`config.mk`:
```
export PLATFORM = sky130hd
export DESIGN_NAME = rv_execute
export DESIGN_NICKNAME = d
export VERILOG_FILES = /design/src/rv_isa_pkg.sv /design/src/rv_pipe_pkg.sv /design/src/alu.sv /design/src/branch_unit.sv /design/src/execute_stage.sv /design/src/ex_mem_reg.sv /design/src/rv_execute.sv
export SDC_FILE = /design/constraint.sdc
export NUM_CORES = 1
export LEC_CHECK = 0
export BUFFER_PORTS_ARGS = -buffer_cell sky130_fd_sc_hd__buf_2
export CAP_MARGIN = 10
export CORE_AREA = 5 5 195 216
export DETAILED_ROUTE_END_ITERATION = 16
export DIE_AREA = 0 0 200 221
export PLACE_DENSITY = 0.69
export SKIP_LAST_GASP = 1
export SLEW_MARGIN = 20
export SYNTH_ARGS = -nofsm -noshare
export SYNTH_HDL_FRONTEND = slang
export SYNTH_SLANG_ARGS = --single-unit
```
`constraint.sdc`:
```
create_clock -name clk -period 7.65 [get_ports clk]
set_input_delay 0.765 -clock clk [delete_from_list [all_inputs] [get_ports clk]]
set_output_delay 0.765 -clock clk [all_outputs]
set_load 0.03 [all_outputs]
```
`src/rv_isa_pkg.sv`:
```
package rv_isa_pkg;

    // Basic RV32I widths
    typedef logic [31:0] word_t;        // Data word or byte address
    typedef logic [4:0]  reg_idx_t;     // x0..x31
    typedef logic [3:0]  alu_op_t;      // {funct7[5], funct3} style code
    typedef logic [2:0]  op_class_t;    // Instruction class from decode
    typedef logic [2:0]  branch_cond_t; // Branch funct3

    // ALU operations
    // Low three bits follow funct3, bit 3 picks SUB and SRA
    localparam alu_op_t ALU_ADD  = 4'b0000;
    localparam alu_op_t ALU_SUB  = 4'b1000;
    localparam alu_op_t ALU_SLL  = 4'b0001;
    localparam alu_op_t ALU_SLT  = 4'b0010;
    localparam alu_op_t ALU_SLTU = 4'b0011;
    localparam alu_op_t ALU_XOR  = 4'b0100;
    localparam alu_op_t ALU_SRL  = 4'b0101;
    localparam alu_op_t ALU_SRA  = 4'b1101;
    localparam alu_op_t ALU_OR   = 4'b0110;
    localparam alu_op_t ALU_AND  = 4'b0111;

    // Instruction classes
    localparam op_class_t OPC_MEM    = 3'd0; // Load or store, address calc
    localparam op_class_t OPC_BRANCH = 3'd1; // Conditional branch
    localparam op_class_t OPC_ALU    = 3'd2; // Register or immediate ALU op
    localparam op_class_t OPC_JAL    = 3'd3;
    localparam op_class_t OPC_LUI    = 3'd4;
    localparam op_class_t OPC_AUIPC  = 3'd5;
    // Code 6 is unused and acts as a no-op class
    localparam op_class_t OPC_JALR   = 3'd7;

    // Branch conditions, same as B-type funct3
    localparam branch_cond_t BR_EQ  = 3'b000;
    localparam branch_cond_t BR_NE  = 3'b001;
    // 010 and 011 are reserved, never taken
    localparam branch_cond_t BR_LT  = 3'b100;
    localparam branch_cond_t BR_GE  = 3'b101;
    localparam branch_cond_t BR_LTU = 3'b110;
    localparam branch_cond_t BR_GEU = 3'b111;

    // Link value offset for JAL and JALR
    localparam word_t LINK_INC = 32'd4;

endpackage

```
`src/rv_pipe_pkg.sv`:
```
package rv_pipe_pkg;

    import rv_isa_pkg::*;

    // Decoded instruction as handed over by decode
    typedef struct packed {
        logic         valid;       // Low for a bubble
        word_t        pc;
        word_t        rs1_val;     // Register file read data
        word_t        rs2_val;
        word_t        imm;         // Sign-extended immediate
        op_class_t    op_class;
        logic         alu_src;     // ALU class only, picks imm over rs2
        alu_op_t      alu_op;      // ALU class only
        branch_cond_t branch_cond; // Branch class only
        logic         mem_read;
        logic         mem_write;
        logic         reg_write;
        logic         mem_to_reg;  // Writeback takes load data
        reg_idx_t     rd;
    } id_ex_t;

    // Result bundle toward the memory stage
    typedef struct packed {
        logic     valid;
        word_t    result;          // ALU result, address or link value
        word_t    store_data;      // rs2 for stores
        reg_idx_t rd;
        logic     reg_write;
        logic     mem_read;
        logic     mem_write;
        logic     mem_to_reg;
    } ex_mem_t;

    // Fetch redirect
    typedef struct packed {
        logic  taken;
        word_t target;
    } redirect_t;

endpackage

```
`src/alu.sv`:
```
module alu (
    input  rv_isa_pkg::word_t   a,
    input  rv_isa_pkg::word_t   b,
    input  rv_isa_pkg::alu_op_t op,
    output rv_isa_pkg::word_t   result,
    output logic                zero,   // a == b
    output logic                lt,     // Signed a < b
    output logic                ltu     // Unsigned a < b
);
    import rv_isa_pkg::*;

    logic [4:0] shamt; // RV32I shifts use only the low five bits
    word_t      sum;
    word_t      diff;

    assign shamt = b[4:0];
    assign sum   = a + b;
    assign diff  = a - b;

    // Flags are true compares, not taken from op
    assign zero = (a == b);
    assign lt   = ($signed(a) < $signed(b)); // No overflow issue as with sign of diff
    assign ltu  = (a < b);

    always_comb
    begin
        case (op)
            ALU_ADD:
            begin
                result = sum;
            end
            ALU_SUB:
            begin
                result = diff;
            end
            ALU_SLL:
            begin
                result = a << shamt;
            end
            ALU_SLT:
            begin
                result = {31'b0, lt};
            end
            ALU_SLTU:
            begin
                result = {31'b0, ltu};
            end
            ALU_XOR:
            begin
                result = a ^ b;
            end
            ALU_SRL:
            begin
                result = a >> shamt;
            end
            ALU_SRA:
            begin
                result = $signed(a) >>> shamt; // Sign fill from a[31]
            end
            ALU_OR:
            begin
                result = a | b;
            end
            ALU_AND:
            begin
                result = a & b;
            end
            default:
            begin
                result = sum; // Unused codes behave as ADD
            end
        endcase
    end

endmodule

```
`src/branch_unit.sv`:
```
module branch_unit (
    input  rv_pipe_pkg::id_ex_t    cur,
    input  logic                   zero,
    input  logic                   lt,
    input  logic                   ltu,
    output rv_pipe_pkg::redirect_t redirect
);
    import rv_isa_pkg::*;

    logic  is_jalr;
    logic  cond_met;    // Branch condition holds on the flags
    logic  class_taken; // Taken before valid gating
    word_t tgt_base;
    word_t tgt_sum;

    // Own target adder, ALU is busy with compare or link value
    assign is_jalr  = (cur.op_class == OPC_JALR);
    assign tgt_base = is_jalr ? cur.rs1_val : cur.pc;
    assign tgt_sum  = tgt_base + cur.imm;

    always_comb
    begin
        case (cur.branch_cond)
            BR_EQ:   cond_met = zero;
            BR_NE:   cond_met = ~zero;
            BR_LT:   cond_met = lt;
            BR_GE:   cond_met = ~lt;
            BR_LTU:  cond_met = ltu;
            BR_GEU:  cond_met = ~ltu;
            default: cond_met = 1'b0; // Reserved funct3 never branches
        endcase
    end

    always_comb
    begin
        case (cur.op_class)
            OPC_BRANCH:
            begin
                class_taken = cond_met;
            end
            OPC_JAL, OPC_JALR:
            begin
                class_taken = 1'b1; // Jumps always redirect
            end
            default:
            begin
                class_taken = 1'b0;
            end
        endcase
    end

    always_comb
    begin
        redirect.taken  = cur.valid & class_taken; // Bubbles never redirect
        // JALR clears bit 0 of the sum
        redirect.target = is_jalr ? {tgt_sum[31:1], 1'b0} : tgt_sum;
    end

endmodule

```
`src/execute_stage.sv`:
```
module execute_stage (
    input  logic                   clk,
    input  logic                   rst,
    input  rv_pipe_pkg::id_ex_t    id_bundle,  // From decode, sampled every cycle
    output rv_pipe_pkg::id_ex_t    cur,        // ID/EX register contents
    output rv_isa_pkg::word_t      alu_a,
    output rv_isa_pkg::word_t      alu_b,
    output rv_isa_pkg::alu_op_t    alu_op_sel
);
    import rv_isa_pkg::*;

    // ID/EX register
    // Everything is taken from here, operands and branch inputs alike
    always_ff @(posedge clk or posedge rst)
    begin
        if (rst)
        begin
            cur <= '0; // Clears valid and all control bits
        end
        else
        begin
            cur <= id_bundle; // No stall, new slot each cycle
        end
    end

    // Operand and operation select by class
    always_comb
    begin
        alu_a      = '0;
        alu_b      = '0;
        alu_op_sel = ALU_ADD;
        case (cur.op_class)
            OPC_MEM:
            begin
                alu_a      = cur.rs1_val; // Effective address
                alu_b      = cur.imm;
                alu_op_sel = ALU_ADD;
            end
            OPC_BRANCH:
            begin
                alu_a      = cur.rs1_val;
                alu_b      = cur.rs2_val;
                alu_op_sel = ALU_SUB;     // Result unused, flags feed branch unit
            end
            OPC_ALU:
            begin
                alu_a      = cur.rs1_val;
                alu_b      = cur.alu_src ? cur.imm : cur.rs2_val; // I-type or R-type
                alu_op_sel = cur.alu_op;
            end
            OPC_LUI:
            begin
                alu_a      = '0;          // Passes imm through
                alu_b      = cur.imm;
                alu_op_sel = ALU_ADD;
            end
            OPC_AUIPC:
            begin
                alu_a      = cur.pc;
                alu_b      = cur.imm;
                alu_op_sel = ALU_ADD;
            end
            OPC_JAL, OPC_JALR:
            begin
                // Link value, target comes from branch unit
                alu_a      = cur.pc;
                alu_b      = LINK_INC;
                alu_op_sel = ALU_ADD;
            end
            default:
            begin
                alu_a      = '0;          // Undefined class gives zero
                alu_b      = '0;
                alu_op_sel = ALU_ADD;
            end
        endcase
    end

endmodule

```
`src/ex_mem_reg.sv`:
```
module ex_mem_reg (
    input  logic                   clk,
    input  logic                   rst,
    input  rv_pipe_pkg::id_ex_t    cur,
    input  rv_isa_pkg::word_t      result,
    input  rv_pipe_pkg::redirect_t redirect_in,
    output rv_pipe_pkg::ex_mem_t   ex_bundle,
    output rv_pipe_pkg::redirect_t redirect
);
    import rv_pipe_pkg::*;

    ex_mem_t ex_next;

    // Pack outgoing bundle
    always_comb
    begin
        ex_next.valid      = cur.valid;
        ex_next.result     = result;
        ex_next.store_data = cur.rs2_val;    // Stores write rs2
        ex_next.rd         = cur.rd;
        // Side effects only for a real instruction
        ex_next.reg_write  = cur.valid & cur.reg_write;
        ex_next.mem_read   = cur.valid & cur.mem_read;
        ex_next.mem_write  = cur.valid & cur.mem_write;
        ex_next.mem_to_reg = cur.valid & cur.mem_to_reg;
    end

    // EX/MEM register
    always_ff @(posedge clk or posedge rst)
    begin
        if (rst)
        begin
            ex_bundle <= '0;
            redirect  <= '0;  // No redirect out of reset
        end
        else
        begin
            ex_bundle <= ex_next;
            redirect  <= redirect_in; // Already gated by valid
        end
    end

endmodule

```
`src/rv_execute.sv`:
```
module rv_execute (
    input  logic                   clk,
    input  logic                   rst,
    input  rv_pipe_pkg::id_ex_t    id_bundle,
    output rv_pipe_pkg::ex_mem_t   ex_bundle,
    output rv_pipe_pkg::redirect_t redirect
);
    import rv_isa_pkg::*;
    import rv_pipe_pkg::*;

    id_ex_t    ex_cur;       // Registered bundle in EX
    word_t     alu_a;
    word_t     alu_b;
    alu_op_t   alu_op_sel;
    word_t     alu_result;
    logic      alu_zero;
    logic      alu_lt;
    logic      alu_ltu;
    redirect_t br_redirect;  // Combinational, registered in EX/MEM

    execute_stage i_execute_stage (
        .clk        (clk),
        .rst        (rst),
        .id_bundle  (id_bundle),
        .cur        (ex_cur),
        .alu_a      (alu_a),
        .alu_b      (alu_b),
        .alu_op_sel (alu_op_sel)
    );

    alu i_alu (
        .a      (alu_a),
        .b      (alu_b),
        .op     (alu_op_sel),
        .result (alu_result),
        .zero   (alu_zero),
        .lt     (alu_lt),
        .ltu    (alu_ltu)
    );

    branch_unit i_branch_unit (
        .cur      (ex_cur),
        .zero     (alu_zero),
        .lt       (alu_lt),
        .ltu      (alu_ltu),
        .redirect (br_redirect)
    );

    ex_mem_reg i_ex_mem_reg (
        .clk         (clk),
        .rst         (rst),
        .cur         (ex_cur),
        .result      (alu_result),
        .redirect_in (br_redirect),
        .ex_bundle   (ex_bundle),
        .redirect    (redirect)
    );

endmodule

```
# Yosys cells after proc, flatten, opt, wreduce, memory -nomap -nowiden
# Index checks and enable logic that the tools add are counted.
word_totals:
  elab_cells: 79
  register_bits: 256
  out_inout_bits: 107
  in_bits: 151
classes:
  n_bitwise: 11
  n_reduce_logical: 6
  addsub: 3
  n_shift: 3
  magnitude_cmp: 2
  eq_ne: 21
  n_mux: 9
op_table:
  columns: ["cell", "count"]
  rows:
  - ["case mux 32 bit (9 select lines)", 1]
  - ["case mux 32 bit (4 select lines)", 1]
  - ["adder 32 bit", 2]
  - ["less-than comparator 32 bit", 2]
  - ["two-way mux 32 bit", 2]
  - ["case mux 32 bit (2 select lines)", 1]
  - ["AND 32 bit", 1]
  - ["== test 32 bit", 1]
  - ["bitwise OR 32 bit", 1]
  - ["<< shifter 32 x 5 -> 32 bit", 1]
  - [">> shifter 32 x 5 -> 32 bit", 1]
  - [">>> shifter 32 x 5 -> 32 bit", 1]
  - ["subtractor 32 bit", 1]
  - ["XOR 32 bit", 1]
  - ["== test 3 bit, second input constant", 7]
  - ["== test 4 x 3 -> 1 bit, second input constant", 4]
  - ["OR reduction 3 bit", 3]
  - ["== test 4 x 2 -> 1 bit, second input constant", 2]
  - ["== test 4 bit, second input constant", 2]
  - ["case mux 4 bit (2 select lines)", 1]
  - ["== test 3 x 1 -> 1 bit, second input constant", 2]
  - ["== test 3 x 2 -> 1 bit, second input constant", 2]
  - ["zero test 3 bit", 2]
  - ["case mux 1 bit (6 select lines)", 1]
  - ["6 further kinds", 12]

# Depth between registers and ports, before layout
logic_depth:
  depth_word: 8
  ltp_mapped: 21
  ltp_nobuf: 16

# Hierarchy
# Synthesis repeated with hierarchy kept, for this count alone.
unflattened:
  cells_unflattened: 2058
  hier_area_um2: 19254.7
by_module_without_submodules:
  columns: ["module", "n_inst", "cells_per_inst", "seq_area_each_um2", "area_each_um2"]
  rows:
  - ["alu", 1, 1295, 0.0, 9160.0]
  - ["execute_stage", 1, 358, 3728.6, 5210.0]
  - ["ex_mem_reg", 1, 112, 2677.6, 2706.3]
  - ["branch_unit", 1, 293, 0.0, 2178.3]

# Worst setup path after synthesis
# OpenSTA, ideal clock, no wires.
synth_timing:
  path_kind: "reg-to-reg"
  startpoint: "register i_execute_stage.cur[17] (netlist name)"
  endpoint: "register i_ex_mem_reg.ex_bundle[57] (netlist name)"
  slack_ps: 2740
  setup_ps: 139
  arrival_time_ps: 4772
  stages_incl_launch_ff: 19
  n_path_buf: 5
  path_cell_list: "dfrtp_1 buf_4 or3b_1 a21bo_1 o211a_2 buf_1 buf_1 clkbuf_1 ha_1 clkbuf_1 or3_1 o21bai_1 a211o_1 a21oi_2 nor2_1 o311a_1 a2111oi_2 a21oi_1 or4_1"
synth_between:
  elab_chain_cells: 5
  word_cells_on_any_way: 32
  classes_between: "2 x add/sub; 15 x eq/ne; 3 x shift; 4 x mux; 3 x bitwise; 5 x reduce/logical"
synth_lines:
  columns: ["item", "line_no", "rtl"]
  rows:
  - ["== test 3 bit (tied with other cells)", "execute_stage.sv:32", "case (cur.op_class)"]
  - ["OR reduction 3 bit (no source line) or OR reduction 2 bit (tied branches)", null, null]
  - ["case mux 32 bit (4 select lines) or case mux 32 bit (2 select lines) (tied branches)", "execute_stage.sv:32", null]
  - ["adder 32 bit (tied with other cells)", "alu.sv:17", "assign sum = a + b;"]
  - ["case mux 32 bit (9 select lines) *", "alu.sv:27", "case (op)"]
  - ["net alu_result[16]", "rv_execute.sv:15", "word_t alu_result;"]
# Mark *: on every way through the listed nets, which the timed path passes. The rest lies on a longest branch.

# Final worst setup path
layout_timing:
  startpoint: "register i_execute_stage.cur[19] (netlist name)"
  endpoint: "register i_ex_mem_reg.ex_bundle[69] (netlist name)"
layout_between:
  elab_chain_cells: 5
  word_cells_on_any_way: 32
  classes_between: "2 x add/sub; 15 x eq/ne; 3 x shift; 4 x mux; 3 x bitwise; 5 x reduce/logical"
layout_lines:
  columns: ["item", "line_no"]
  rows:
  - ["== test 3 bit (tied with other cells)", "execute_stage.sv:32"]
  - ["OR reduction 3 bit (no source line) or OR reduction 2 bit (tied branches)", null]
  - ["case mux 32 bit (4 select lines) or case mux 32 bit (2 select lines) (tied branches)", "execute_stage.sv:32"]
  - ["adder 32 bit (tied with other cells)", "alu.sv:17"]
  - ["case mux 32 bit (9 select lines) *", "alu.sv:27"]
  - ["net alu_result[28]", "rv_execute.sv:15"]
# Marked as above.

==> reports/metrics.yaml <==
tightestPinTransition_ns: 1.04
layout.nets: 2508
crit_type: "reg -> reg"
total_power_mw: 4.72
post-dp-hpwl_um: 59300
ant_nets: 0
cts_sinks: 256
final_area_um2: 20900
die_x_um: 200
finalSetupTns_ns: 0
cts_max_level: 1
finalSetupViolCount: 0
io_buffers: 257
clk_path_buf_depth: 3
drc: 0
numCtsBuffers: 27
end_kind: "flop"
drive_gt1_share_pct: 19.5
syn_area_per_cell_um2: 9.02
whs_ns: 0.306
p_per_area_nw_per_um2: 226
row_count: 77
overflow: 0
power_leakage_nw: 9.60
hold_class: "in -> reg"
routed_wl_um: 77600
synth_top_area_share_pct: 34.9
coreArea_um2: 39700
worst_skew_pair.late_latency_ns: 0.56
fmax_ghz: 0.171
die-area_um2: 44200
num_vias: 18300
worstPathArrival_ns: 6.24
hold_viol_final: 0
yosysSeqAreaShare_pct: 34.9
layoutNonFillerInstCount: 2760
grtUsageTotal_pct: 34.0
drt_pass1_iterations: 7
ys_types: 93
cts-hold-fix-buffers: 0
final_common_cell: "buf_2"
layout_common_cells: "257 x buf_2, 256 x dfrtp_1, 163 x a21oi_1"
gp_congestion: 1.04
grt_antenna_before_repair: 0
place_ws_ns: 2.08
clockRootBuffer: "clkbuf_16"
post-route-period-util_pct: 76.3
skew_ns: 0.0128
synthesis.area_um2: 18400
startpoint_type: "flop"
start_util_pct: 46.3
drtIter0Drc: 2115
ir_worst_vdd_mv: 0.221
synth_area_leader_cell: "dfrtp_1"
grt_pass1_vias: 17800
fin_util_pct: 52.7
cts-resized-gates: 0
pin_count: 258
outcome: "completed"
synthArstFlopShare_pct: 100
cp_max_fo: 26
syn-num-nets: 2318
synth_edf_count: 0
post_cts_buffers: 0
grt_pass1_wl_um: 115000
min_period_ns: 5.83
clkTransAtPathRegs_ns: 0.07
place_area_um2: 20000
yosysWarnings: 0
area_growth_pct: 13.9
routedWlPerCell_um: 28.1
ys.flop_type: "dfrtp_1"
cts_tree: "done"
layout_setup_ws_ns: 1.82
synth.area.top_cells: "dfrtp_1 35%, ha_1 8.7%, a21oi_1 4.5%"
cap_violations: 0
cp_data_required_time_ns: 8.06
grt_start_max_net_pins: 156
viasPerCell: 6.63
ys_ff_latch: 256
die_y_um: 221
drv_slew: 0
synth_cells: 2036
dp.cells: 2710
slew_headroom_pct: 30.1
rsz0062_at_grt: "no"
==> worst paths after layout <==
path | slack [ns] | from | depth (start not counted) | to
max in group asynchronous | 5.86 | rst | 3 | i_ex_mem_reg.ex_bundle[61]$_DFF_PP0_
min | 0.31 | id_bundle[23] | 1 | i_execute_stage.cur[23]$_DFF_PP0_
min reg2reg | 0.35 | i_execute_stage.cur[4]$_DFF_PP0_ | 0 | i_ex_mem_reg.ex_bundle[8]$_DFF_PP0_
min in group asynchronous | 0.34 | rst | 2 | i_execute_stage.cur[121]$_DFF_PP0_
max | 1.82 | i_execute_stage.cur[19]$_DFF_PP0_ | 15 | i_ex_mem_reg.ex_bundle[69]$_DFF_PP0_
max reg2reg | 1.82 | i_execute_stage.cur[19]$_DFF_PP0_ | 15 | i_ex_mem_reg.ex_bundle[69]$_DFF_PP0_
==> cells in the mapped netlist (17+ instances only) <==
master,count
nor2_1,153
mux2_2,42
o211ai_1,28
a31oi_1,22
a22o_1,31
inv_1,97
xnor2_1,28
o21ai_0,116
nand2b_1,20
a21oi_1,166
nand2_1,100
clkbuf_1,72
nor2b_1,21
nand3_1,53
dfrtp_1,256
a21o_1,37
and2_1,19
ha_1,128
nor3_1,52
a22oi_1,56
buf_1,18
a211oi_1,44
o22ai_1,17
buf_2,33
mux2i_1,81
==> cells by family after synthesis <==
kind of cell / after synthesis / share of synthesized area (%)
AOI/OAI and AO/OA: 725 / 27.2
xor gates and xnor gates: 41 / 1.95
adders and majority gates: 131 / 9.04
buffers and inverters: 237 / 5.33
DFF: 256 / 34.9
muxes: 129 / 7.72
and+or+nand+nor: 517 / 13.9
==> layer usage <==
metal,vias to the layer above,share of wire (%),GRT usage (%)
met5,-,0,0
met4,0,5.5,14.0
met3,240,11,7.59
met2,1276,42,49.3
met1,8816,41,49.0
li1,7969,-,-
==> area by class of cell <==
type,count,area (µm²)
antenna,1,2.50
clock buffer,36,749
clock inverter,13,143
fill,3757,18800
inverter,105,398
multi-input combinational,1543,11000
sequential,256,6410
tap,513,642
timing repair buffer,293,1570
==> worst max-delay path: stages, from the launching register on <==
cell	delay, ns
dfrtp_1	0.84
nand2b_1	0.28
nand3_1	0.73
nand2_2	0.36
inv_2	0.09
buf_4	0.28
fa_1	0.49
nor2b_1	0.23
o21bai_1	0.14
a211o_1	0.38
a21oi_2	0.17
o21ai_0	0.24
a311oi_1	0.83
o21ai_0	0.27
mux2i_1	0.20
o221ai_1	0.14
==> state kept, by name, indices dropped and copies added (netlist names) <==
name and count:
i_ex_mem_reg.redirect 33, i_ex_mem_reg.ex_bundle 74, i_execute_stage.cur 149
==> report_power, final <==
part | total [mW] | internal (mW) | switching, mW
clock network | 1.33 | 0.761 | 0.568
logic | 1.83 | 0.571 | 1.26
registers | 1.56 | 1.49 | 0.0694
total | 4.72 | 2.83 | 1.90
Power figures use the tool's default switching activity.
